--- src/hdl/memPkg.sv ---
package memPkg;

  // Basic computer word and address widths
  typedef logic [11:0] wordAddr_t;
  typedef logic [15:0] word_t;

  typedef struct packed {
    wordAddr_t addr;
    word_t     wdata;
    logic      write;
  } memReq_t;

  typedef enum logic [1:0] {
    rom,
    ram,
    periph,
    none
  } memTarget_e;

  // Word toward the serial transmitter
  typedef struct packed {
    logic  valid;
    word_t data;
  } txWord_t;

  typedef enum logic [1:0] {
    idle,
    access,
    respond
  } portState_e;

  // Address map
  localparam wordAddr_t romBase     = 12'h000;
  localparam int        romWords    = 32;
  localparam wordAddr_t periphBase  = 12'h050;
  localparam int        periphWords = 4;
  localparam wordAddr_t ramBase     = 12'h100;

endpackage

--- src/hdl/dataRam.sv ---
`timescale 1ns/1ns

module dataRam import memPkg::*; #(
  parameter int ramAddrWidth = 8
) (
  input  logic    romclk,
  input  logic    sel,
  input  memReq_t req,
  output word_t   data
);

  localparam int depth = 1 << ramAddrWidth;

  word_t                   mem [depth];
  logic [ramAddrWidth-1:0] index;

  assign index = req.addr[ramAddrWidth-1:0]; // Window offset

  always_ff @(posedge romclk) begin
    if (sel) begin
      if (req.write) begin
        mem[index] <= req.wdata;
      end else begin
        data <= mem[index];
      end
    end
  end

endmodule

--- config.mk ---
export PLATFORM = sky130hd
export DESIGN_NAME = dataRam
export DESIGN_NICKNAME = d
export VERILOG_FILES = /design/src/hdl/memPkg.sv /design/src/hdl/dataRam.sv
export SDC_FILE = /design/constraint.sdc
export NUM_CORES = 2
export LEC_CHECK = 0
export BUFFER_PORTS_ARGS = -buffer_cell sky130_fd_sc_hd__buf_4
export CORE_MARGIN = 5
export CORE_UTILIZATION = 44
export DETAILED_ROUTE_END_ITERATION = 16
export GPL_TIMING_DRIVEN = 0
export PLACE_DENSITY = 0.58
export REMOVE_ABC_BUFFERS = 1
export SETUP_SLACK_MARGIN = 0.4
export SLEW_MARGIN = 0
export SYNTH_ARGS = -nofsm -noshare
export SYNTH_HDL_FRONTEND = slang
export SYNTH_SLANG_ARGS = --single-unit
--- constraint.sdc ---
create_clock -name romclk -period 8.5 [get_ports romclk]
set_clock_uncertainty 0.05 [all_clocks]
set_input_delay 0.85 -clock romclk [delete_from_list [all_inputs] [get_ports romclk]]
set_output_delay 0.85 -clock romclk [all_outputs]
set_load 0.02 [all_outputs]
Word-level counts from Yosys, hierarchy flattened
Memories as Yosys holds them, arrays and structs flattened. A register that Yosys moved wholly into a read port is not among the register bits.
Cells that the tools add are included.
{"block": "totals", "reg_bits": 0, "latchBits": 0, "ram_bits": 4096, "rom_bits": 0, "n_memories": 1}
{"memory": "mem", "depth": 256, "width": 16, "read_ports": 1, "rd_clocked_by_memory_dff": 1, "write_ports": 1, "line": "dataRam.sv:14", "source": "word_t mem [depth];"}
{"block": "classes", "addsub": 0, "n_mul": 0, "n_div": 0, "magnitude_cmp": 0, "n_eq_ne": 0, "shifts": 0, "mux": 3, "n_bitwise": 1, "reduce_logical": 1}
{"operator": "two-way mux 1 bit", "n": 3}
{"operator": "AND reduction 2 bit", "n": 1}
{"operator": "NOT 1 bit", "n": 1}

Depth between registers and ports, before layout
{"block": "depth", "ltp_word": 3, "depth_mapped": 8, "mapped_depth_nobuf": 5}

Worst setup path after synthesis
No wires, ideal clock.
{"block": "synth_path", "kind": "input-to-reg", "startpoint": "input req[18] (netlist name)", "endpoint": "memory mem[114][0] (netlist name), enable pin", "setup_time_ns": 0.388, "t_arrival_ns": 3.044, "required_ns": 8.062, "path_slack_ns": 5.018, "path_stages": 7, "n_path_buf": 4, "cell_sequence": "clkbuf_1 -> buf_2 -> buf_2 -> nor3b_1 -> nand2_1 -> clkbuf_1 -> nor2_1"}
{"element": "start, declared", "line": "dataRam.sv:8", "source": "input memReq_t req,"}
{"element": "end, declared", "line": "dataRam.sv:14"}
Straight into the memory's write port.

==> reports/metrics.csv <==
metric;value;unit
layout cells sized above 1;30.8;%
number of flops mapped to enable cells by yosys;4112;
drt wl/cell;31.7;um
TritonCTS Buffers;415;
CTS sink cnt;4112;
Synth Area in XOR/XNOR;0;%
Post-CTS Setup Repair Bufs;0;
LEAKAGE;55.0;nW
WL final;385000;um
Avg Cell Area, Syn;23.2;um^2
Compound-Gate Fraction of Synth Area;3.66;%
initial antenna violation count;10;
layout net count;7121;
GRT Resource Usage Total;20.9;%
Slew headroom;6.58;%
Max Buffers Root-to-Sink;4;
CP startpoint;req[17];
Remaining Overflow, GRT;0;
Switching Power;8.86;mW
post-route ant nets;0;
H-tree level count;5;
RSZ-0062 raised after global routing;false;
Startpoint Class;input port;
Clock power frac;42.7;%
CTS root buffer;clkbuf_16;
kind of critical path;input port to flip-flop;
Max VDD drop;0.179;mV
number of max-cap violations;0;
first-pass GRT wire length;551000;um
core area;352000;um^2
Hold-fix buffers, CTS;0;
DRC;0;
simple-gate area share of the yosys netlist;0.843;%
final setup violation count;0;
maximum clock frequency;151;MHz
FF-to-FF Start;mem[235][5]$_DFFE_PP_;
vias in the first global route;73200;
Worst Max-Slew Pin Slew;1400;ps
synth-to-layout area growth;16.2;%
Cell Rows;218;
pin count of the biggest net entering global routing;145;
HPWL Detailed;226000;um
Post-Place Worst Slack;382;ps
Final Hold Viols;0;
clock-pin slew on the worst setup and hold paths;60;ps
Pwr Total;42.3;mW
TritonRoute pass-1 iters;6;
crit path max fanout;104;
die area;365000;um^2
outcome;finished, final reports clean;
min cycle time layout;6620;ps
Post-synth top flop;edfxtp_1;
GPL Wtd Cong;0.743;
Min-Delay Path Class;input port to flip-flop;
largest family of logic cells by synthesized area;multiplexers;
I/O pins;47;
Int Pwr;33.4;mW
CP Capture Type;flip-flop;
Initial Utilization;44.1;%
synthesized area;155000;um^2
routed vias/inst;5.94;
part of the power in registers;52.9;%
Seq/Total Area, Yosys;79.5;%
Comb power frac;4.4;%
Async S/R FF share, synth;0;%
Synth Area in Adders;0;%
DRT iter0 DRCs;8415;
mux contribution to synthesized area;14.9;%
FF/Latch Area;123000;um^2
Multi-input gate area;31100;um^2
DIE HEIGHT;604;um
Die W;604;um
FILL cells;27100;
CP arrival;7200;ps
synth unique cells;20;
crit share post-route;77.9;%
PwrDens;234;nW/um^2
clk_lat worst skew;970;ps
post-route setup slack;1880;ps
Worst Hold Slack;252;ps
IO Port Bufs;42;
post-synthesis register bit count;4112;
DR vias;72300;
yosys warns;0;
Critical Path RT;9080;ps
CTS tree;yes;
sw frac;21.0;%
post-CTS sizing;0;
Final Max Tran Viols;0;
Mapped Cells;6705;
final setup TNS;0;ps
Hold Crit Start;req[14];
==> power groups by stage <==
stage                     Clock [mW]  Combinational, mW  Sequential [mW]
after floorplan                    0              0.756             22.8
after global placement             0               2.50             22.8
after detailed placement           0               1.88             22.8
after CTS                       18.4               1.89             22.4
after global routing            19.3               1.97             22.3
final                           18.0               1.86             22.4
==> registers in the layout, indices dropped and copies added, names as in the netlist <==
signal  cells
data       16
mem      4096
==> area by class of cell <==
type,count,area share (%)
Multi-Input combinational cell,2181,17.2
Tap cell,4730,3.28
Timing Repair Buffer,380,3.59
Antenna cell,5,0.00693
Clock buffer,512,5.97
Clock inverter,245,1.47
Sequential cell,4112,68.4
==> critical path, stage by stage <==
cell and delay (ps):
buf_16 250, buf_16 420, buf_16 510, buf_16 510
buf_16 470, buf_16 460, buf_16 600, mux4_2 600
a22oi_1 330, a21oi_1 310, o41ai_1 870, nand4_1 170
==> path summary, 6_finish.rpt <==
kind	to	slack [ps]	cells after the start
setup reg to reg	data[5]$_DFFE_PP_	4910	5
hold reg to reg	data[3]$_DFFE_PP_	1050	5
hold / removal	mem[71][13]$_DFFE_PP_	250	1
setup / recovery	data[7]$_DFFE_PP_	1880	12
==> synthesized netlist by cell type, types with 7 or more instances <==
master | instances | share of area, %
a21oi_1 | 256 | 0.83
a22oi_1 | 512 | 2.5
buf_1 | 42 | 0.10
buf_2 | 91 | 0.29
buf_4 | 11 | 0.053
clkbuf_1 | 268 | 0.65
edfxtp_1 | 4112 | 80
mux4_2 | 1024 | 15
nand2_1 | 30 | 0.073
nand4_1 | 16 | 0.064
nor2_1 | 259 | 0.63
nor2b_1 | 7 | 0.028
o41ai_1 | 64 | 0.36
==> stage by stage <==
step | cells | utilization [%] | cell area (um^2)
after CTS | 12200 | 51.2 | 180000
after global routing | 12200 | 51.2 | 180000
final | 12200 | 51.2 | 180000
after detailed placement | 11400 | 47.4 | 167000
after global placement | 11100 | 45.4 | 160000
after floorplan | 6293 | - | 154000
==> cells by family after synthesis <==
| group | Yosys count |
|---|---|
| AOI/OAI and AO/OA | 832 |
| and+or+nand+nor | 325 |
| muxes | 1024 |
| buffers and inverters | 412 |
| DFF | 4112 |
==> metal layers <==
layer | vias up | part of all wire [%] | GRT usage, % | wire, um
met5 | - | 0.0031 | 0 | 12
met4 | 2 | 3.2 | 6.23 | 12200
met3 | 562 | 7.4 | 3.25 | 28400
met2 | 2785 | 49 | 33.6 | 188000
li1 | 29800 | - | - | -
met1 | 39200 | 41 | 30.0 | 157000
==> placed cells by master (no fill, tap or decap), drive strengths merged, types with 30 or more instances in the layout <==
master,instances
a21oi,256
a22oi,512
buf,380
bufinv,45
clkbuf,512
clkinv,183
edfxtp,4112
mux4,1024
nand2,30
nor2,259
o41ai,64
(Power assumes the default switching activity.)
