===== src/hdl/memPkg.sv =====
package memPkg;

  // Basic computer word and address widths
  typedef logic [11:0] wordAddr_t;
  typedef logic [15:0] word_t;

  typedef struct packed {
    wordAddr_t addr;
    word_t     wdata;
    logic      write;
  } memReq_t;

  typedef enum logic [1:0] {
    rom,
    ram,
    periph,
    none
  } memTarget_e;

  // Word toward the serial transmitter
  typedef struct packed {
    logic  valid;
    word_t data;
  } txWord_t;

  typedef enum logic [1:0] {
    idle,
    access,
    respond
  } portState_e;

  // Address map
  localparam wordAddr_t romBase     = 12'h000;
  localparam int        romWords    = 32;
  localparam wordAddr_t periphBase  = 12'h050;
  localparam int        periphWords = 4;
  localparam wordAddr_t ramBase     = 12'h100;

endpackage


===== src/hdl/bootRom.sv =====
`timescale 1ns/1ns

module bootRom import memPkg::*; (
  input  logic       romclk,
  input  logic       rst,
  input  logic       sel,
  input  logic [4:0] addr,
  output word_t      data
);

  word_t romWord;

  // Start-up program
  always_comb begin
    unique case (addr)
      5'h00: romWord = 16'hF200; // SKI
      5'h01: romWord = 16'h4000; // BUN back to SKI
      5'h02: romWord = 16'hF800; // INP
      5'h03: romWord = 16'h1007; // ADD 07
      5'h04: romWord = 16'hF400; // OUT
      5'h05: romWord = 16'h3050; // STA to transmit register
      5'h06: romWord = 16'h7010; // SPA
      5'h07: romWord = 16'h0011; // Operand
      5'h08: romWord = 16'h2007; // LDA 07
      5'h09: romWord = 16'h000B; // AND 0B
      5'h0A: romWord = 16'h7004; // SZA
      5'h0B: romWord = 16'h0050; // Pointer to transmit register
      5'h0C: romWord = 16'hA007; // LDA indirect 07
      5'h0D: romWord = 16'h9011; // ADD indirect 11
      5'h0E: romWord = 16'hB00B; // STA indirect through 0B
      5'h0F: romWord = 16'h7200; // CMA
      5'h10: romWord = 16'h7008; // SNA
      5'h11: romWord = 16'h0007; // Pointer
      5'h12: romWord = 16'h7080; // CIR
      5'h13: romWord = 16'hF400; // OUT
      5'h14: romWord = 16'h7400; // CLE
      5'h15: romWord = 16'h7040; // CIL
      5'h16: romWord = 16'hF400; // OUT
      5'h17: romWord = 16'h7020; // INC
      5'h18: romWord = 16'h7100; // CME
      5'h19: romWord = 16'h7040; // CIL
      5'h1A: romWord = 16'hF400; // OUT
      5'h1B: romWord = 16'h501E; // BSA 1E
      5'h1C: romWord = 16'h6051; // ISZ on the counter word
      5'h1D: romWord = 16'h7001; // HLT
      5'h1E: romWord = 16'h001C; // Return address slot
      5'h1F: romWord = 16'hC01E; // BUN indirect 1E
      default: romWord = '0;
    endcase
  end

  always_ff @(posedge romclk or posedge rst) begin
    if (rst) begin
      data <= '0;
    end else if (sel) begin
      data <= romWord;
    end
  end

endmodule


===== config.mk =====
export PLATFORM = sky130hd
export DESIGN_NAME = bootRom
export DESIGN_NICKNAME = d
export VERILOG_FILES = /design/src/hdl/memPkg.sv /design/src/hdl/bootRom.sv
export SDC_FILE = /design/constraint.sdc
export NUM_CORES = 1
export LEC_CHECK = 0
export ABC_CLOCK_PERIOD_IN_PS = 2000
export BUFFER_PORTS_ARGS = -buffer_cell sky130_fd_sc_hd__buf_2
export CORE_ASPECT_RATIO = 0.7
export CORE_MARGIN = 5
export CORE_UTILIZATION = 40
export DETAILED_ROUTE_END_ITERATION = 12
export MAX_ROUTING_LAYER = met4
export PLACE_DENSITY = 0.65
export SYNTH_ARGS = -nofsm -noshare
export SYNTH_HDL_FRONTEND = slang
export SYNTH_SLANG_ARGS = --single-unit
export TNS_END_PERCENT = 1

===== constraint.sdc =====
create_clock -name romclk -period 2 [get_ports romclk]
set_clock_uncertainty 0.15 [all_clocks]
set_input_delay 0.2 -clock romclk [delete_from_list [all_inputs] [get_ports romclk]]
set_output_delay 0.2 -clock romclk [all_outputs]
set_load 0.02 [all_outputs]

; Word-level counts from Yosys, hierarchy flattened
; Memories as Yosys holds them, arrays and structs flattened. A register that Yosys moved wholly into a read port is not among the register bits.
; Cells that the tools add are included.
; W data, S select, Z words.
[totals]
mem_bits_ro = 512
ram_bits = 0
memories = 1
word_cells = 1
in_bits = 8
output_inout_bits = 16
latchBits = 0
regBits = 0
[op_classes]
n_eq_ne = 0
n_mux = 0
mul = 0
magnitude_cmp = 0
div = 0
n_reduce_logical = 0
addsub = 0
n_bitwise = 0
shifts = 0
[mem_list]
columns = memory, words, width, read_ports, rd_clocked_by_memory_dff, wr, line_no
row1 = (no name shown), 32, 16, 1, 1, 0, bootRom.sv:15  ; unique case (addr)

; Logic depth before layout (Yosys ltp)
; Gate-level depths: netlist of the first run.
[depth]
depth_word = 0
ltp_mapped = 6
mapped_depth_nobuf = 4

; Worst setup path after synthesis of the first run
; No wires, ideal clock.
[synth_path]
path_kind = input-to-reg
startpoint = input addr[4]
endpoint = register data[1]
slack_ps = 690
t_required_ps = 1785
arrival_time_ps = 1095
setup_time_ps = 65
stages = 5
path_buffers = 1
path_cell_list = buf_2 -> nand2b_1 -> or4_1 -> o2111ai_1 -> o21a_1
[synth_lines]
columns = element, line_no
row1 = from (decl), bootRom.sv:7  ; input logic [4:0] addr,
row2 = to (decl), bootRom.sv:8  ; output word_t data

==> metrics.cfg, run 1 <==
[min_path]
whs_endpoint = data[3]
min_path_cells = 2
hp-class = input pin to flop
worstHoldStart = sel

[critical_path]
crit_path_end_kind = flop
r2r-end = data[13]
worst-r2r-cell-count = 1
reg2reg_slack_ps = 1080
worst_ep_arrival_time_ps = 1470
crit_required_ps = 2040
crit_path_start_kind = input pin
r2r_start = data[13]
worstPathMaxFanout = 22
path_class = input pin to flop

[logic_synthesis]
netlist.area_leader.share = 0.352
netlist_area_um2 = 1140
synthTopCellsByArea = dfrtp_1 35%, a31oi_1 4.4%, buf_2 4.4%, nor2_1 4.3%, nand2b_1 3.9%
synthesis.nets = 151
synth.yosys.seq_area_share = 0.352
synth_flop_cell = dfrtp_1
synth-edff-count = 0
asyncSetResetFlopFracSynth = 1.00
syn_inst = 143
synth.avg_cell_area_um2 = 7.95
yosys_warnings = 0
synth_area_leader_cell = dfrtp_1
synth.distinct_cells = 40
ys_ff_latch = 16

[place]
portBuffers = 23
place_congestion = 0.798
dp_hpwl_um = 1830

[floorplan]
initial_core_util = 0.412
die-area_um2 = 4030
boundaryPins = 24
core_um2 = 2760
die_x_um = 73.7
die_y_um = 54.6
rows = 16

[global_route]
grt_use_met2 = 0.212
antenna_found_initial = 0
track_usage = 0.145
overflow = 0
use_met1 = 0.202
grt_pass1_vias = 909
grt.busiest_layer = met2
grt_max_degree = 29
grt_pass1_wl_um = 4350
use_met3 = 0.0422

[status]
status = completed

[timing]
tns_ps = 0
rsz0062_at_grt = no
hold-worst-slack_ps = 196
maxSlewViolCount = 0
slew_headroom = 0.587
post-route-min-period_ps = 1430
hold_violations = 0
setup_viol = 0
max_freq_ghz = 0.698
worstMarginPinSlew_ps = 619
post-route-period-util = 0.716

[drt]
viasPerCell = 5.51
dr.first_iter.drc_count = 48
post_drt_wl_per_cell_um = 13.8
route.vias.total = 1052
drt-pass1-iter-count = 4
post-route-drc-count = 0
wirelength_um = 2630
final_antenna_net_count = 0

[clocking]
clockRootBuffer = clkbuf_8
cts_tree = built
post_cts_buffers = 0
clockBufferDepth = 2
cts_buffers = 3
clock_sinks = 16
clk_pin_slew_ps = 60
ctsHtreeMaxLevel = 1
worstSkewPairLatency_ps = 240

[layout]
n_antenna_cell = 0
nNetsFinal = 165
fillers = 276
reg.largest.list = data (16)
final_common_cell = buf_2
syn2layout_area_growth_pct = 12.5
top_register = data
drive_gt1_frac = 0.213
mostFrequentLayoutCells = 23 x buf_2, 16 x dfrtp_1, 13 x nor2_1
largest_reg_flops = 16

[power_and_ir_drop]
peakVddDrop_v = 0.000257
powerDensity_nw_per_um2 = 644
p_leak_nw = 0.559
p_total_uw = 824

[run]
drv_cap = 0

-- cells by family (layout without fill, tap and decap cells) --
| kind of cell | Yosys count | after routing | synth area share |
|---|---|---|---|
| compound gates | 38 | 38 | 0.221 |
| buf+inv | 27 | 39 | 0.107 |
| flops | 16 | 16 | 0.352 |
| simple gates | 54 | 54 | 0.253 |
| xor+xnor | 4 | 4 | 0.0308 |
| mux | 4 | 4 | 0.0363 |
-- worst max-delay path, cell delays in order --
cell and delay (ps):
buf_2 340, inv_2 120, or4_1 560, o2111ai_1 120, o21a_1 140
-- cell usage after synthesis, types with 2 or more instances --
master and count:
o2111ai_1 2, nand3_1 4, xor2_1 2, nand3b_1 5, inv_1 8, clkbuf_1 4, a21oi_1 6, nand2b_1 7
nor2b_1 3, buf_2 10, inv_2 2, nand4_1 2, nor2_1 13, xnor2_1 2, nand2_1 9, dfrtp_1 16
o22ai_1 3, or3_1 3, a32o_1 2, a31oi_1 8, nor3_1 3, mux2i_1 3, buf_4 2, o21ai_0 8
-- cell type report --
type | count | area (um^2) | share of cell area
clock buffer | 3 | 41.3 | 0.0323
inverter | 10 | 37.5 | 0.0293
multi-input combinational | 100 | 616 | 0.481
sequential | 16 | 400 | 0.313
tap | 36 | 45.0 | 0.0352
timing repair buffer | 26 | 140 | 0.109
-- worst max path at each step --
stage,depth (start not counted),to,start,slack [ps]
after detailed placement,5,data[1],addr[0],330
after global routing,5,data[1],addr[0],510
after CTS,5,data[1],addr[0],590
after global placement,5,data[1],addr[0],380
final,5,data[1],addr[0],570
after floorplan,5,data[1],addr[4],690
-- routing by layer --
layer | wire [um] | vias to the layer above
met2 | 1090 | 46
met1 | 1290 | 479
li1 | - | 525
met4 | 10 | 0
met3 | 237 | 2
met5 | 0 | -
-- stage by stage --
| stage | area (um^2) | setup WS [ps] | util | instances |
|---|---|---|---|---|
| 5_1_grt | 1280 | 505 | 0.463 | 191 |
| 6_report | 1280 | 568 | 0.463 | 191 |
| 3_5_place_dp | 1230 | 333 | 0.445 | 187 |
| 2_1_floorplan | 1140 | 690 | - | 143 |
| 3_3_place_gp | 1230 | 375 | 0.445 | 187 |
| 4_1_cts | 1280 | 588 | 0.463 | 191 |
-- what timing repair did --
item,in CTS,in global routing
hold endpoints to repair,16,0
gates resized for setup,0,0
hold buffers,1,0
-- power breakdown --
group          internal, mW  switching (mW)
registers             0.352          0.0136
clock network         0.133           0.103
logic                0.0796           0.143
(Power assumes the default switching activity.)
==> run 2: changes to the inputs <==
--- a/config.mk
+++ b/config.mk
@@ -5,14 +5,14 @@
 export SDC_FILE = /design/constraint.sdc
 export NUM_CORES = 1
 export LEC_CHECK = 0
-export ABC_CLOCK_PERIOD_IN_PS = 2000
+export ABC_CLOCK_PERIOD_IN_PS = 1280
 export BUFFER_PORTS_ARGS = -buffer_cell sky130_fd_sc_hd__buf_2
 export CORE_ASPECT_RATIO = 0.7
 export CORE_MARGIN = 5
 export CORE_UTILIZATION = 40
 export DETAILED_ROUTE_END_ITERATION = 12
 export MAX_ROUTING_LAYER = met4
-export PLACE_DENSITY = 0.65
+export PLACE_DENSITY = 0.67
 export SYNTH_ARGS = -nofsm -noshare
 export SYNTH_HDL_FRONTEND = slang
 export SYNTH_SLANG_ARGS = --single-unit
==> constraint.sdc (replaced) <==
create_clock -name romclk -period 1.28 [get_ports romclk]
set_clock_uncertainty 0.15 [all_clocks]
set_input_delay 0.128 -clock romclk [delete_from_list [all_inputs] [get_ports romclk]]
set_output_delay 0.128 -clock romclk [all_outputs]
set_load 0.02 [all_outputs]
==> metrics.cfg, run 2 (synthesized netlist as in run 1, its figures left out) <==
[status]
status = completed

[place]
pre_cts_slack_ps = -60.2  ; -393 ps
dp_hpwl_um = 2240  ; +23%
place_congestion = 0.958  ; +20%
portBuffers = 23  ; unchanged
dpl-instance-area_um2 = 1390  ; +13%
placedCellCount = 208  ; +11%

[critical_path]
crit_chain = buf_2 > xor2_1 > mux2i_1 > a2bb2oi_1 > mux2_2
crit_path_end_kind = flop
r2r-end = data[13]
crit_end = data[13]
worst_ep_arrival_time_ps = 1080  ; -390 ps
crit_path_start = addr[3]
crit_required_ps = 1270  ; -770 ps
worstPathMaxFanout = 10  ; -55%
reg2reg_slack_ps = 390  ; -690 ps
worst-r2r-cell-count = 1  ; unchanged
crit_path_start_kind = input pin
r2r_start = data[13]
max_stage_delay_ps = 260  ; -300 ps
cpMaxStageDelayCell = mux2_2
path_class = input pin to flop

[drt]
drt-pass1-iter-count = 4  ; unchanged
dr_wl_met2_um = 1250  ; +15%
post_drt_wl_per_cell_um = 13.8  ; +0.41%
route.vias.total = 1148  ; +9.1%
wl_met3_um = 181  ; -24%
top_layer_used = met4
final_antenna_net_count = 0  ; unchanged
post-route-drc-count = 0  ; unchanged
wirelength_um = 2950  ; +12%
viasPerCell = 5.39  ; -2.1%
wl_met1_um = 1480  ; +14%
dr.first_iter.drc_count = 49  ; +2.1%

[layout]
fillers = 275  ; -0.36%
final_cell_area_um2 = 1450  ; +13%
register_area_um2 = 400  ; unchanged
reg.largest.list = data (16)
largest_reg_flops = 16  ; unchanged
drive_gt1_frac = 0.311  ; +0.0978
final_core_util = 0.525  ; +0.0620
syn2layout_area_growth_pct = 27.6
nNetsFinal = 186  ; +13%
instances_no_fill = 213  ; +12%
n_antenna_cell = 0  ; unchanged
top_register = data
multiInputGateArea_um2 = 616  ; unchanged
mostFrequentLayoutCells = 23 x buf_2, 23 x buf_4, 16 x dfrtp_1

[timing]
max_freq_ghz = 0.924
tns_ps = 0  ; unchanged
hold-worst-slack_ps = 87.9  ; -108 ps
hold_violations = 0  ; unchanged
maxSlewViolCount = 0  ; unchanged
post-route-period-util = 0.846
slew_headroom = 0.834  ; +0.247
worstMarginPinSlew_ps = 247  ; -372 ps
fin_ws_ps = 198  ; -370 ps
setup_viol = 0  ; unchanged
rsz0062_at_grt = no
post-route-min-period_ps = 1080

[floorplan]
die_y_um = 54.6  ; unchanged
core_um2 = 2760  ; unchanged
initial_core_util = 0.412  ; unchanged
rows = 16  ; unchanged
die_x_um = 73.7  ; unchanged
die-area_um2 = 4030  ; unchanged
boundaryPins = 24  ; unchanged

[clocking]
clockRootBuffer = clkbuf_8
worstSkewPairLatency_ps = 250  ; about the same
cts_buffers = 3  ; unchanged
cts_tree = built
clock_sinks = 16  ; unchanged
ctsHtreeMaxLevel = 1  ; unchanged
clk_pin_slew_ps = 70  ; about the same
post_cts_buffers = 0  ; unchanged
clockBufferDepth = 2  ; unchanged

[global_route]
grt_pass1_vias = 1053  ; +16%
antenna_found_initial = 0  ; unchanged
grt_pass1_wl_um = 5040  ; +16%
track_usage = 0.171  ; +0.0259
overflow = 0  ; unchanged
grt_max_degree = 17  ; -41%

[power_and_ir_drop]
p_total_mw = 1.44  ; +74%
powerDensity_nw_per_um2 = 990  ; +54%
p_leak_nw = 0.668  ; +20%
peakVddDrop_v = 0.000569  ; +120%

[min_path]
hp-class = input pin to flop

[run]
drv_cap = 0  ; unchanged

-- run 2: changes by cell type in the layout (fill, tap and decap cells not counted) --
cell	delta
clkbuf_8	+1
buf_4	+21
-- run 2: how the worst min path moves through the flow --
stage	from	to	slack [ps]	depth (start not counted)
5_1_grt	sel	data[7]	110	3
3_5_place_dp	rst	data[6]	4	3
6_report	sel	data[7]	90	3
4_1_cts	sel	data[7]	80	3
3_3_place_gp	rst	data[12]	-7	3
2_1_floorplan	rst	data[0]	-110	1
-- run 2: repair_timing --
action,in CTS,in global routing
hold endpoints to repair,16,0
hold buffers,1,0
resized for setup,0,0
-- run 2: worst max-delay path: cells and delay by family --
family / cells / cell delay, ps
muxes: 2 / 470
xor gates and xnor gates: 1 / 200
buffers and inverters: 1 / 190
AOI/OAI and AO/OA: 1 / 90
-- run 2: report_power, final --
| group | leakage, nW | switching (mW) | internal (mW) |
|---|---|---|---|
| clock network | 0.0288 | 0.188 | 0.273 |
| registers | 0.200 | 0.0212 | 0.549 |
| logic | 0.439 | 0.237 | 0.168 |
| total | 0.668 | 0.446 | 0.990 |
-- run 2: layout make-up --
| class | instances | area share |
|---|---|---|
| Multi-Input combinational cell | 100 | 0.424 |
| Sequential cell | 16 | 0.276 |
| Timing Repair Buffer | 47 | 0.205 |
| Clock buffer | 4 | 0.0379 |
| Tap cell | 36 | 0.0310 |
| Inverter | 10 | 0.0259 |
-- run 2: metal layers --
metal | global-route usage | vias up
met3 | 0.0532 | 5
li1 | - | 573
met2 | 0.251 | 28
met4 | 0.0572 | 0
met5 | - | -
met1 | 0.224 | 542
