File: src/hdl/memPkg.sv
package memPkg;

  // Basic computer word and address widths
  typedef logic [11:0] wordAddr_t;
  typedef logic [15:0] word_t;

  typedef struct packed {
    wordAddr_t addr;
    word_t     wdata;
    logic      write;
  } memReq_t;

  typedef enum logic [1:0] {
    rom,
    ram,
    periph,
    none
  } memTarget_e;

  // Word toward the serial transmitter
  typedef struct packed {
    logic  valid;
    word_t data;
  } txWord_t;

  typedef enum logic [1:0] {
    idle,
    access,
    respond
  } portState_e;

  // Address map
  localparam wordAddr_t romBase     = 12'h000;
  localparam int        romWords    = 32;
  localparam wordAddr_t periphBase  = 12'h050;
  localparam int        periphWords = 4;
  localparam wordAddr_t ramBase     = 12'h100;

endpackage

File: src/hdl/periphRegs.sv
`timescale 1ns/1ns

module periphRegs import memPkg::*; (
  input  logic    romclk,
  input  logic    rst,
  input  logic    sel,
  input  memReq_t req,
  output word_t   data,
  output txWord_t tx
);

  word_t      regs [4]; // 0 transmit, 1 counter, 2 and 3 scratch
  logic [1:0] offset;

  assign offset = req.addr[1:0];

  always_ff @(posedge romclk or posedge rst) begin
    if (rst) begin
      for (int i = 0; i < 4; i++) begin
        regs[i] <= '0;
      end
      data <= '0;
      tx   <= '0;
    end else begin
      tx.valid <= 1'b0; // One cycle pulse
      if (sel) begin
        if (req.write) begin
          regs[offset] <= req.wdata;
          if (offset == 2'd0) begin
            tx.valid <= 1'b1;
            tx.data  <= req.wdata;
          end
        end else begin
          data <= regs[offset];
        end
      end
    end
  end

endmodule

File: config.mk
export PLATFORM = sky130hd
export DESIGN_NAME = periphRegs
export DESIGN_NICKNAME = d
export VERILOG_FILES = /design/src/hdl/memPkg.sv /design/src/hdl/periphRegs.sv
export SDC_FILE = /design/constraint.sdc
export NUM_CORES = 1
export LEC_CHECK = 0
export ABC_AREA = 1
export ABC_CLOCK_PERIOD_IN_PS = 2700
export BUFFER_PORTS_ARGS = -buffer_cell sky130_fd_sc_hd__buf_2
export CORE_ASPECT_RATIO = 1.2
export CORE_MARGIN = 2
export CORE_UTILIZATION = 50
export CTS_CLUSTER_SIZE = 16
export DETAILED_ROUTE_END_ITERATION = 10
export PLACE_DENSITY = 0.74
export SLEW_MARGIN = 20
export SYNTH_ARGS = -nofsm -noshare
export SYNTH_HDL_FRONTEND = slang
export SYNTH_SLANG_ARGS = --single-unit
File: constraint.sdc
create_clock -name romclk -period 2.7 [get_ports romclk]
set_clock_uncertainty 0.1 [all_clocks]
set_input_delay 0.135 -clock romclk [delete_from_list [all_inputs] [get_ports romclk]]
set_output_delay 0.135 -clock romclk [all_outputs]
set_load 0.05 [all_outputs]
; ---- Word-level counts from Yosys, hierarchy flattened
; Index checks and enable logic that the tools add are counted.
[totals]
inputBits = 32
ram_bits = 0
register_bits = 97
memories = 0
romBits = 0
latchBits = 0
output_inout_bits = 33
elab_cells = 25
[op_classes]
n_shift = 0
bitwise = 2
magnitude_cmp = 2
n_addsub = 0
eq_ne = 0
n_reduce_logical = 5
n_mul = 0
div = 0
n_mux = 9
[ops]
columns = op, n
row1 = bitwise mux 64 bit, 1
row2 = two-way mux 17 bit, 3
row3 = two-way mux 16 bit, 3
row4 = binary-select mux 16 bit (select 2 bit), 1
row5 = demux 16 bit (select 2 bit), 1
row6 = AND reduction 2 bit, 2
row7 = >= comparator 3 bit (second input constant), 1
row8 = less-than comparator 3 x 1 -> 1 bit (second input constant), 1
row9 = inverter 2 -> 3 bit, 1
row10 = AND reduction 3 bit, 1
row11 = logical NOT 2 bit, 1
row12 = logical AND 1 bit, 1
row13 = inverter 1 bit, 1

; ---- Logic depth before layout (Yosys ltp)
; Gate-level depths: netlist of the first run.
[depth]
word_depth = 6
mapped_depth = 9
mapped_depth_nobuf = 7

; ---- Worst setup path before layout of the first run
; Ideal clock, no wire load.
[synth_timing]
path_kind = input-to-reg
start = input port req[17] (netlist name)
end = register regs[0] (netlist name)
setup_time_ns = 0.121
path_slack_ns = 1.633
stages = 5
arrival_ns = 0.846
required_time_ns = 2.479
path_buffers = 2
path_cell_list = buf_2 > inv_4 > nor3_4 > buf_4 > o21ai_1
[synth_via]
elab_chain_len = 6
elab_cells_between_ends = 7
cone_classes = 2 x order compare / 3 x mux / 1 x bitwise / 1 x reduce/logical
[synth_rtl]
columns = element, line
row1 = start: declaration, periphRegs.sv:7  ; input memReq_t req,
row2 = inverter 2 -> 3 bit (not written as such) *, periphRegs.sv:28  ; regs[offset] <= req.wdata;
row3 = >= comparator 3 bit (not written as such) or less-than comparator 3 x 1 -> 1 bit (tied branches), periphRegs.sv:28
row4 = logical AND 1 bit (not written as such), periphRegs.sv:28
row5 = two-way mux 16 bit (not written as such), periphRegs.sv:28
row6 = demux 16 bit (select 2 bit) *, periphRegs.sv:28
row7 = bitwise mux 64 bit *, periphRegs.sv:28
row8 = end signal: indexed assignment, periphRegs.sv:28
row9 = end: declaration, periphRegs.sv:12  ; word_t regs [4];
; Every way passes the cells marked *; elsewhere a longest branch is shown, timed or not.
; A chain may end at the register's enable or synchronous reset.

; ---- Worst setup path in the final report of the first run
[layout_timing]
start = input port req[17] (netlist name)
end = register regs[25] (netlist name)
; Same word-level chain as after synthesis.

==> flow_metrics.env, run 1 <==
export IMPL_power_total_mw=3.17
export IMPL_wl_per_cell_um=12.5
export IMPL_finalSetupViolations=0
export IMPL_cts_root_buf="clkbuf_8"
export IMPL_dr_wl_met2_mm=3.74
export IMPL_synth_top_family_by_area="simple AND/OR/NAND/NOR gates"
export IMPL_wirelength_mm=7.88
export IMPL_ys_warn_count=0
export IMPL_synthesis_area_mm2=0.00376
export IMPL_synth_xor_area_share_pct=0
export IMPL_ys_top_cells_by_count="nand2_1 (258), dfrtp_1 (81), o21ai_0 (48)"
export IMPL_min_period_ns=1.49
export IMPL_dpl_cell_area_mm2=0.00395
export IMPL_cts_path_max_buffers=2
export IMPL_cp_max_fo=34
export IMPL_final_nets=567
export IMPL_cts_setup_buffers=0
export IMPL_slew_headroom_pct=60.0
export IMPL_avgSynthCellArea_um2=7.72
export IMPL_grt_pass1_vias=2952
export IMPL_antenna_left=0
export IMPL_hp_class="in2reg"
export IMPL_grt_use_total_pct=20.6
export IMPL_drv_slew=0
export IMPL_pin_count=65
export IMPL_synth_top_area_cell="dfrtp_1"
export IMPL_endpoint_kind="register"
export IMPL_synth_compound_area_share_pct=8.52
export IMPL_clk_pin_slew_worst_paths_ns=0.08
export IMPL_ir_drop_mv=0.325
export IMPL_cp_data_required_time_ns=2.84
export IMPL_synthTopCellsByArea="dfrtp_1 (54%), nand2_1 (26%), o21ai_0 (6.4%), inv_1 (3.6%), buf_4 (3.4%)"
export IMPL_drv_cap=0
export IMPL_cts_made_buffers=9
export IMPL_worstSetupPathType="in2reg"
export IMPL_holdBufCountCts=17
export IMPL_grt_ovfl_total=0
export IMPL_synth_edf_count=0
export IMPL_cp_arrival_ns=1.63
export IMPL_pwr_share_seq_pct=49.7
export IMPL_synth_seq_cells=81
export IMPL_leakage_nw=2.41
export IMPL_fp_dieH_um=99.0
export IMPL_cts_sinks=81
export IMPL_antenna_found_initial=0
export IMPL_htree_levels=3
export IMPL_stdcell_area_mm2=0.00427
export IMPL_grt_start_max_net_pins=82
export IMPL_syn_to_final_growth_pct=13.5
export IMPL_vias_per_cell=4.85
export IMPL_ys_async_sr_fraction_pct=100
export IMPL_internal_power_mw=2.01
export IMPL_first_iter_violations=241
export IMPL_m1WireLength_mm=3.56
export IMPL_drive_gt1_share_pct=15.1
export IMPL_p_switching_mw=1.16
export IMPL_rsz0062_at_grt="no"
export IMPL_setup_tns_ns=0
export IMPL_hold_ws_ns=0.140
export IMPL_firstDrtPassIters=4
export IMPL_synthAdderAreaFrac_pct=0
export IMPL_rows=34
export IMPL_synthSimpleGateAreaFrac_pct=26.8
export IMPL_gp_congestion=0.828
export IMPL_synthCells=487
export IMPL_ys_flop_type="dfrtp_1"
export IMPL_fillers=679
export IMPL_post_synth_top_count_cell="nand2_1"
export IMPL_worstMarginPinSlew_ns=0.599
export IMPL_vias=3043
export IMPL_synthMuxAreaShare_pct=0
export IMPL_timing_fmax_mhz=669
export IMPL_finalHoldViolCount=0
export IMPL_highest_layer="met4"
export IMPL_cts_tree="built"
export IMPL_port_buffers=54
export IMPL_place_hpwl_mm=5.10
export IMPL_p_per_area_mw_per_mm2=742
export IMPL_swShare_pct=36.6
export IMPL_finalCritPeriodShare_pct=55.4
export IMPL_outcome="complete, no violations"
export IMPL_dieArea_mm2=0.00824
export IMPL_synthesis_nets=519
export IMPL_reg2reg_depth=6
export IMPL_power_share_clock_pct=22.5
export IMPL_start_util_pct=51.7
export IMPL_startpoint_type="primary input"
export IMPL_cts_resized=0
export IMPL_diodes=0
export IMPL_comb_power_share_pct=27.7
export IMPL_insertion_delay_ns=0.34
export IMPL_synth_cell_type_count=17
export IMPL_final_util_pct=58.7
export IMPL_grt_pass1_wl_mm=13.5
export IMPL_ys_seq_area_share_pct=53.9
export IMPL_drc=0
export IMPL_synth_top_area_share_pct=53.9
export IMPL_hold_depth=5
export IMPL_core_area_mm2=0.00727
export IMPL_die_w_um=83.2
export IMPL_wl_met3_um=418
layer usage:
layer | vias up | GRT usage [%]
li1 | 1561 | -
met1 | 1379 | 26.6
met2 | 91 | 33.9
met3 | 12 | 4.27
met4 | 0 | 8.70
met5 | - | 0
power groups by stage:
stage	Clock, mW	Combinational [mW]	Sequential [mW]
4_1_cts	0.740	0.886	1.57
3_5_place_dp	0	0.864	1.60
5_1_grt	0.788	0.971	1.60
6_report	0.713	0.879	1.57
3_3_place_gp	0	0.842	1.59
2_1_floorplan	0	0.584	1.72
sequential cells by signal, summed over array words and instances, names as in the netlist:
| register | flops |
|---|---|
| data | 16 |
| regs | 48 |
| tx | 17 |
worst paths after layout:
kind / start / to / slack [ns]
setup / recovery: req[17] / regs[25] / 1.21
hold / removal: req[0] / data[13] / 0.14
setup reg to reg: tx[3] / data[3] / 1.72
hold reg to reg: data[2] / data[2] / 0.37
max in group asynchronous: rst / regs[35] / 1.85
min in group asynchronous: rst / data[11] / 0.32
stage by stage:
step | setup slack, ns | std cells
2_1_floorplan | 0.385 | 487
3_3_place_gp | 0.966 | 597
3_5_place_dp | 0.850 | 597
4_1_cts | 1.22 | 628
5_1_grt | 1.09 | 628
6_report | 1.21 | 628
placed cells by master, fill, tap and decap left out, drive strengths merged:
master and n:
buf 60, clkbuf 9, clkinv 6, dfrtp 81
dlygate4sd3 17, inv 38, nand2 258, nand3 2
nor2 2, nor3 1, o21ai 64
worst max-delay path, stage by stage:
cell and delay, ns:
buf_2 0.21, inv_4 0.34, nand3_2 0.54, o21ai_0 0.39
kinds of logic after synthesis:
kind of cell	Yosys count
AO/OA/AOI/OAI	64
AND/OR/NAND/NOR	263
buffers and inverters	79
flip-flops	81
layout make-up:
| cell class | count | area [um2] | area share [%] |
|---|---|---|---|
| inverter | 39 | 153 | 3.58 |
| multi-input combinational | 327 | 1330 | 31.2 |
| clock buffer | 9 | 124 | 2.90 |
| sequential | 81 | 2030 | 47.5 |
| clock inverter | 5 | 25.0 | 0.586 |
| timing repair buffer | 77 | 498 | 11.7 |
| tap | 90 | 113 | 2.64 |
Note: power is estimated with default switching activity, not from simulation.
==> inputs of run 2 (changes only) <==
ABC_AREA = 0   (was 1)
ABC_CLOCK_PERIOD_IN_PS = 1250   (was 2700)
PLACE_DENSITY = 0.77   (was 0.74)
clock period = 1.25 ns   (was 2.7 ns; I/O delays follow)
==> flow_metrics.env, run 2 <==
export IMPL_outcome="finished with violations"
export IMPL_violations="negative setup slack"
export IMPL_ys_seq_area_share_pct=55.3
export IMPL_cts_tree="built"
export IMPL_cp_data_required_time_ns=1.39
export IMPL_diodes=0
export IMPL_synthesis_nets=242
export IMPL_drc=0
export IMPL_grt_pass1_vias=2230
export IMPL_finalCritPeriodShare_pct=108
export IMPL_worstHoldStart="req[17]"
export IMPL_ys_async_sr_fraction_pct=100
export IMPL_layout_common_cells="dfrtp_1 (81), mux2_2 (65), buf_2 (38), buf_4 (37), dlygate4sd3_1 (17)"
export IMPL_die_w_um=82.1
export IMPL_vias=2076
export IMPL_grt_start_max_net_pins=82
export IMPL_leakage_nw=2.14
export IMPL_core_area_mm2=0.00719
export IMPL_port_buffers=54
export IMPL_largest_reg_flops=48
export IMPL_slowest_stage="mux4_2"
export IMPL_grt_use_total_pct=18.5
export IMPL_reg2reg_depth=2
export IMPL_firstDrtPassIters=4
export IMPL_power_total_mw=8.71
export IMPL_cts_sinks=81
export IMPL_finalSetupViolations=16
export IMPL_synth_cell_type_count=15
export IMPL_ys_top_cells_by_count="dfrtp_1 (81), mux2_2 (77), buf_4 (19)"
export IMPL_clk_pin_slew_worst_paths_ns=0.09
export IMPL_pin_count=65
export IMPL_startpoint_type="register"
export IMPL_synth_edf_count=0
export IMPL_cp_arrival_ns=1.48
export IMPL_synth_seq_cells=81
export IMPL_final_nets=335
export IMPL_htree_levels=3
export IMPL_avgSynthCellArea_um2=17.4
export IMPL_start_util_pct=50.9
export IMPL_antenna_left=0
export IMPL_wirelength_mm=6.64
export IMPL_worstSetupPathType="reg2reg"
export IMPL_finalHoldViolCount=0
export IMPL_mostFrequentLayoutCell="dfrtp_1"
export IMPL_reg_largest_list="regs x48, tx x17, data x16"
export IMPL_grt_ovfl_total=0
export IMPL_dieArea_mm2=0.00803
export IMPL_cts_made_buffers=9
export IMPL_wl_per_cell_um=16.7
export IMPL_worst_path_buf_inv=0
export IMPL_ys_warn_count=0
export IMPL_ir_drop_mv=1.10
export IMPL_cpPeakStageDelay_ns=0.47
export IMPL_vias_per_cell=5.22
export IMPL_cts_path_max_buffers=2
export IMPL_endpoint_kind="register"
export IMPL_slew_headroom_pct=70.9
export IMPL_setup_tns_ns=-1.13
export IMPL_place_hpwl_mm=4.41
export IMPL_worstMarginPinSlew_ns=0.437
export IMPL_cp_top_family="multiplexers"
export IMPL_fillers=516
export IMPL_synthTopCellsByArea="dfrtp_1 (55%), mux2_2 (24%), mux4_1 (10%), buf_4 (3.9%), nand4b_4 (1.3%)"
export IMPL_reg2reg_slack_ns=-0.09
export IMPL_hold_depth=3
export IMPL_drv_cap=0
export IMPL_r2r_start="tx[11]"
export IMPL_post_synth_top_count_cell="dfrtp_1"
export IMPL_drive_gt1_share_pct=67.5
export IMPL_grt_pass1_wl_mm=11.0
export IMPL_p_per_area_mw_per_mm2=1880
export IMPL_rows=34
export IMPL_antenna_found_initial=0
export IMPL_gp_congestion=0.712
export IMPL_holdPathEnd="data[13]"
export IMPL_cp_max_fo=2
export IMPL_synth_top_area_cell="dfrtp_1"
export IMPL_synth_top_area_share_pct=55.3
export IMPL_synthesis_area_mm2=0.00366
export IMPL_cts_root_buf="clkbuf_8"
export IMPL_drv_slew=0
export IMPL_fp_dieH_um=97.8
export IMPL_hp_class="in2reg"
export IMPL_hold_ws_ns=0.138
export IMPL_dp_slack_ns=-0.183
export IMPL_ys_flop_type="dfrtp_1"
export IMPL_insertion_delay_ns=0.35
export IMPL_r2r_end="data[11]"
export IMPL_rsz0062_at_grt="yes"
export IMPL_synthCells=210
export IMPL_syn_to_final_growth_pct=26.5
export IMPL_path_cells="mux4_2 -> mux2_4"
export IMPL_first_iter_violations=47
export IMPL_min_period_ns=1.34
export IMPL_setup_slack_ns=-0.0947
export IMPL_timing_fmax_mhz=744
export IMPL_regMostFlops="regs"
## run 2: changes by cell type after synthesis, moves of 6 or more
cell	change
mux2_2	+77
o21ai_0	-48
o21ai_1	-16
nand2_1	-258
buf_2	-10
inv_1	-35
mux4_1	+14
clkbuf_1	-6
## run 2: metrics by stage
step	utilization, %	std cells	cell area [um2]
6_report	64.4	398	4630
5_1_grt	64.4	398	4630
4_1_cts	63.2	397	4550
3_5_place_dp	57.1	363	4110
3_3_place_gp	57.1	363	4110
2_1_floorplan	-	210	3640
## run 2: power by group
part	switching (mW)	leakage (nW)	total [mW]	internal [mW]
Sequential	0.330	0.975	3.59	3.26
Combinational	1.66	1.06	3.04	1.38
Clock	0.953	0.106	2.08	1.12
Total	2.95	2.14	8.71	5.76
## run 2: worst max-delay path by stage
stage	start	to	slack, ns	cells past startpoint
5_1_grt	regs[13]	data[13]	-0.12	2
3_5_place_dp	req[17]	tx[2]	-0.18	5
3_3_place_gp	req[17]	tx[12]	-0.15	5
2_1_floorplan	tx[13]	data[13]	-0.06	2
6_report	tx[11]	data[11]	-0.09	2
4_1_cts	regs[15]	data[15]	-0.1	2
## run 2: cells by family (layout without fill, tap and decap cells)
group / Yosys count / count (layout) / share of synthesized area, %
simple gates: 5 / 5 / 2.39
buf+inv: 28 / 126 / 6.18
mux: 96 / 96 / 36.1
flops: 81 / 81 / 55.3
## run 2: area by class of cell
| class | count | area, um2 | share of cell area, % |
|---|---|---|---|
| clock buffers | 9 | 124 | 2.67 |
| clock inverters | 7 | 93.8 | 2.03 |
| inverters | 1 | 7.51 | 0.162 |
| multi-input cells | 101 | 1400 | 30.3 |
| flip-flops and latches | 81 | 2030 | 43.7 |
| well taps | 90 | 113 | 2.43 |
| repair buffers | 109 | 865 | 18.7 |
## run 2: metal layers
metal | part of all wire, % | vias up | global-route usage (%)
met3 | 4.2 | 6 | 5.36
met5 | 0 | - | 0
met2 | 49 | 48 | 28.6
met1 | 46 | 1068 | 25.3
met4 | 1.1 | 0 | 5.77
li1 | - | 954 | -
## run 2: worst reg2reg max path, stage by stage (launching register included)
cell     delay (ns)
dfrtp_1        0.39
mux4_2         0.47
mux2_4         0.28
## run 2: repair_timing
item                       in CTS  in global routing
gates cloned                    0                  0
setup buffers                   1                  1
gates resized for setup        20                 32
hold endpoints to repair      145                  0
setup endpoints to repair      22                 32
hold buffers                   17                  0
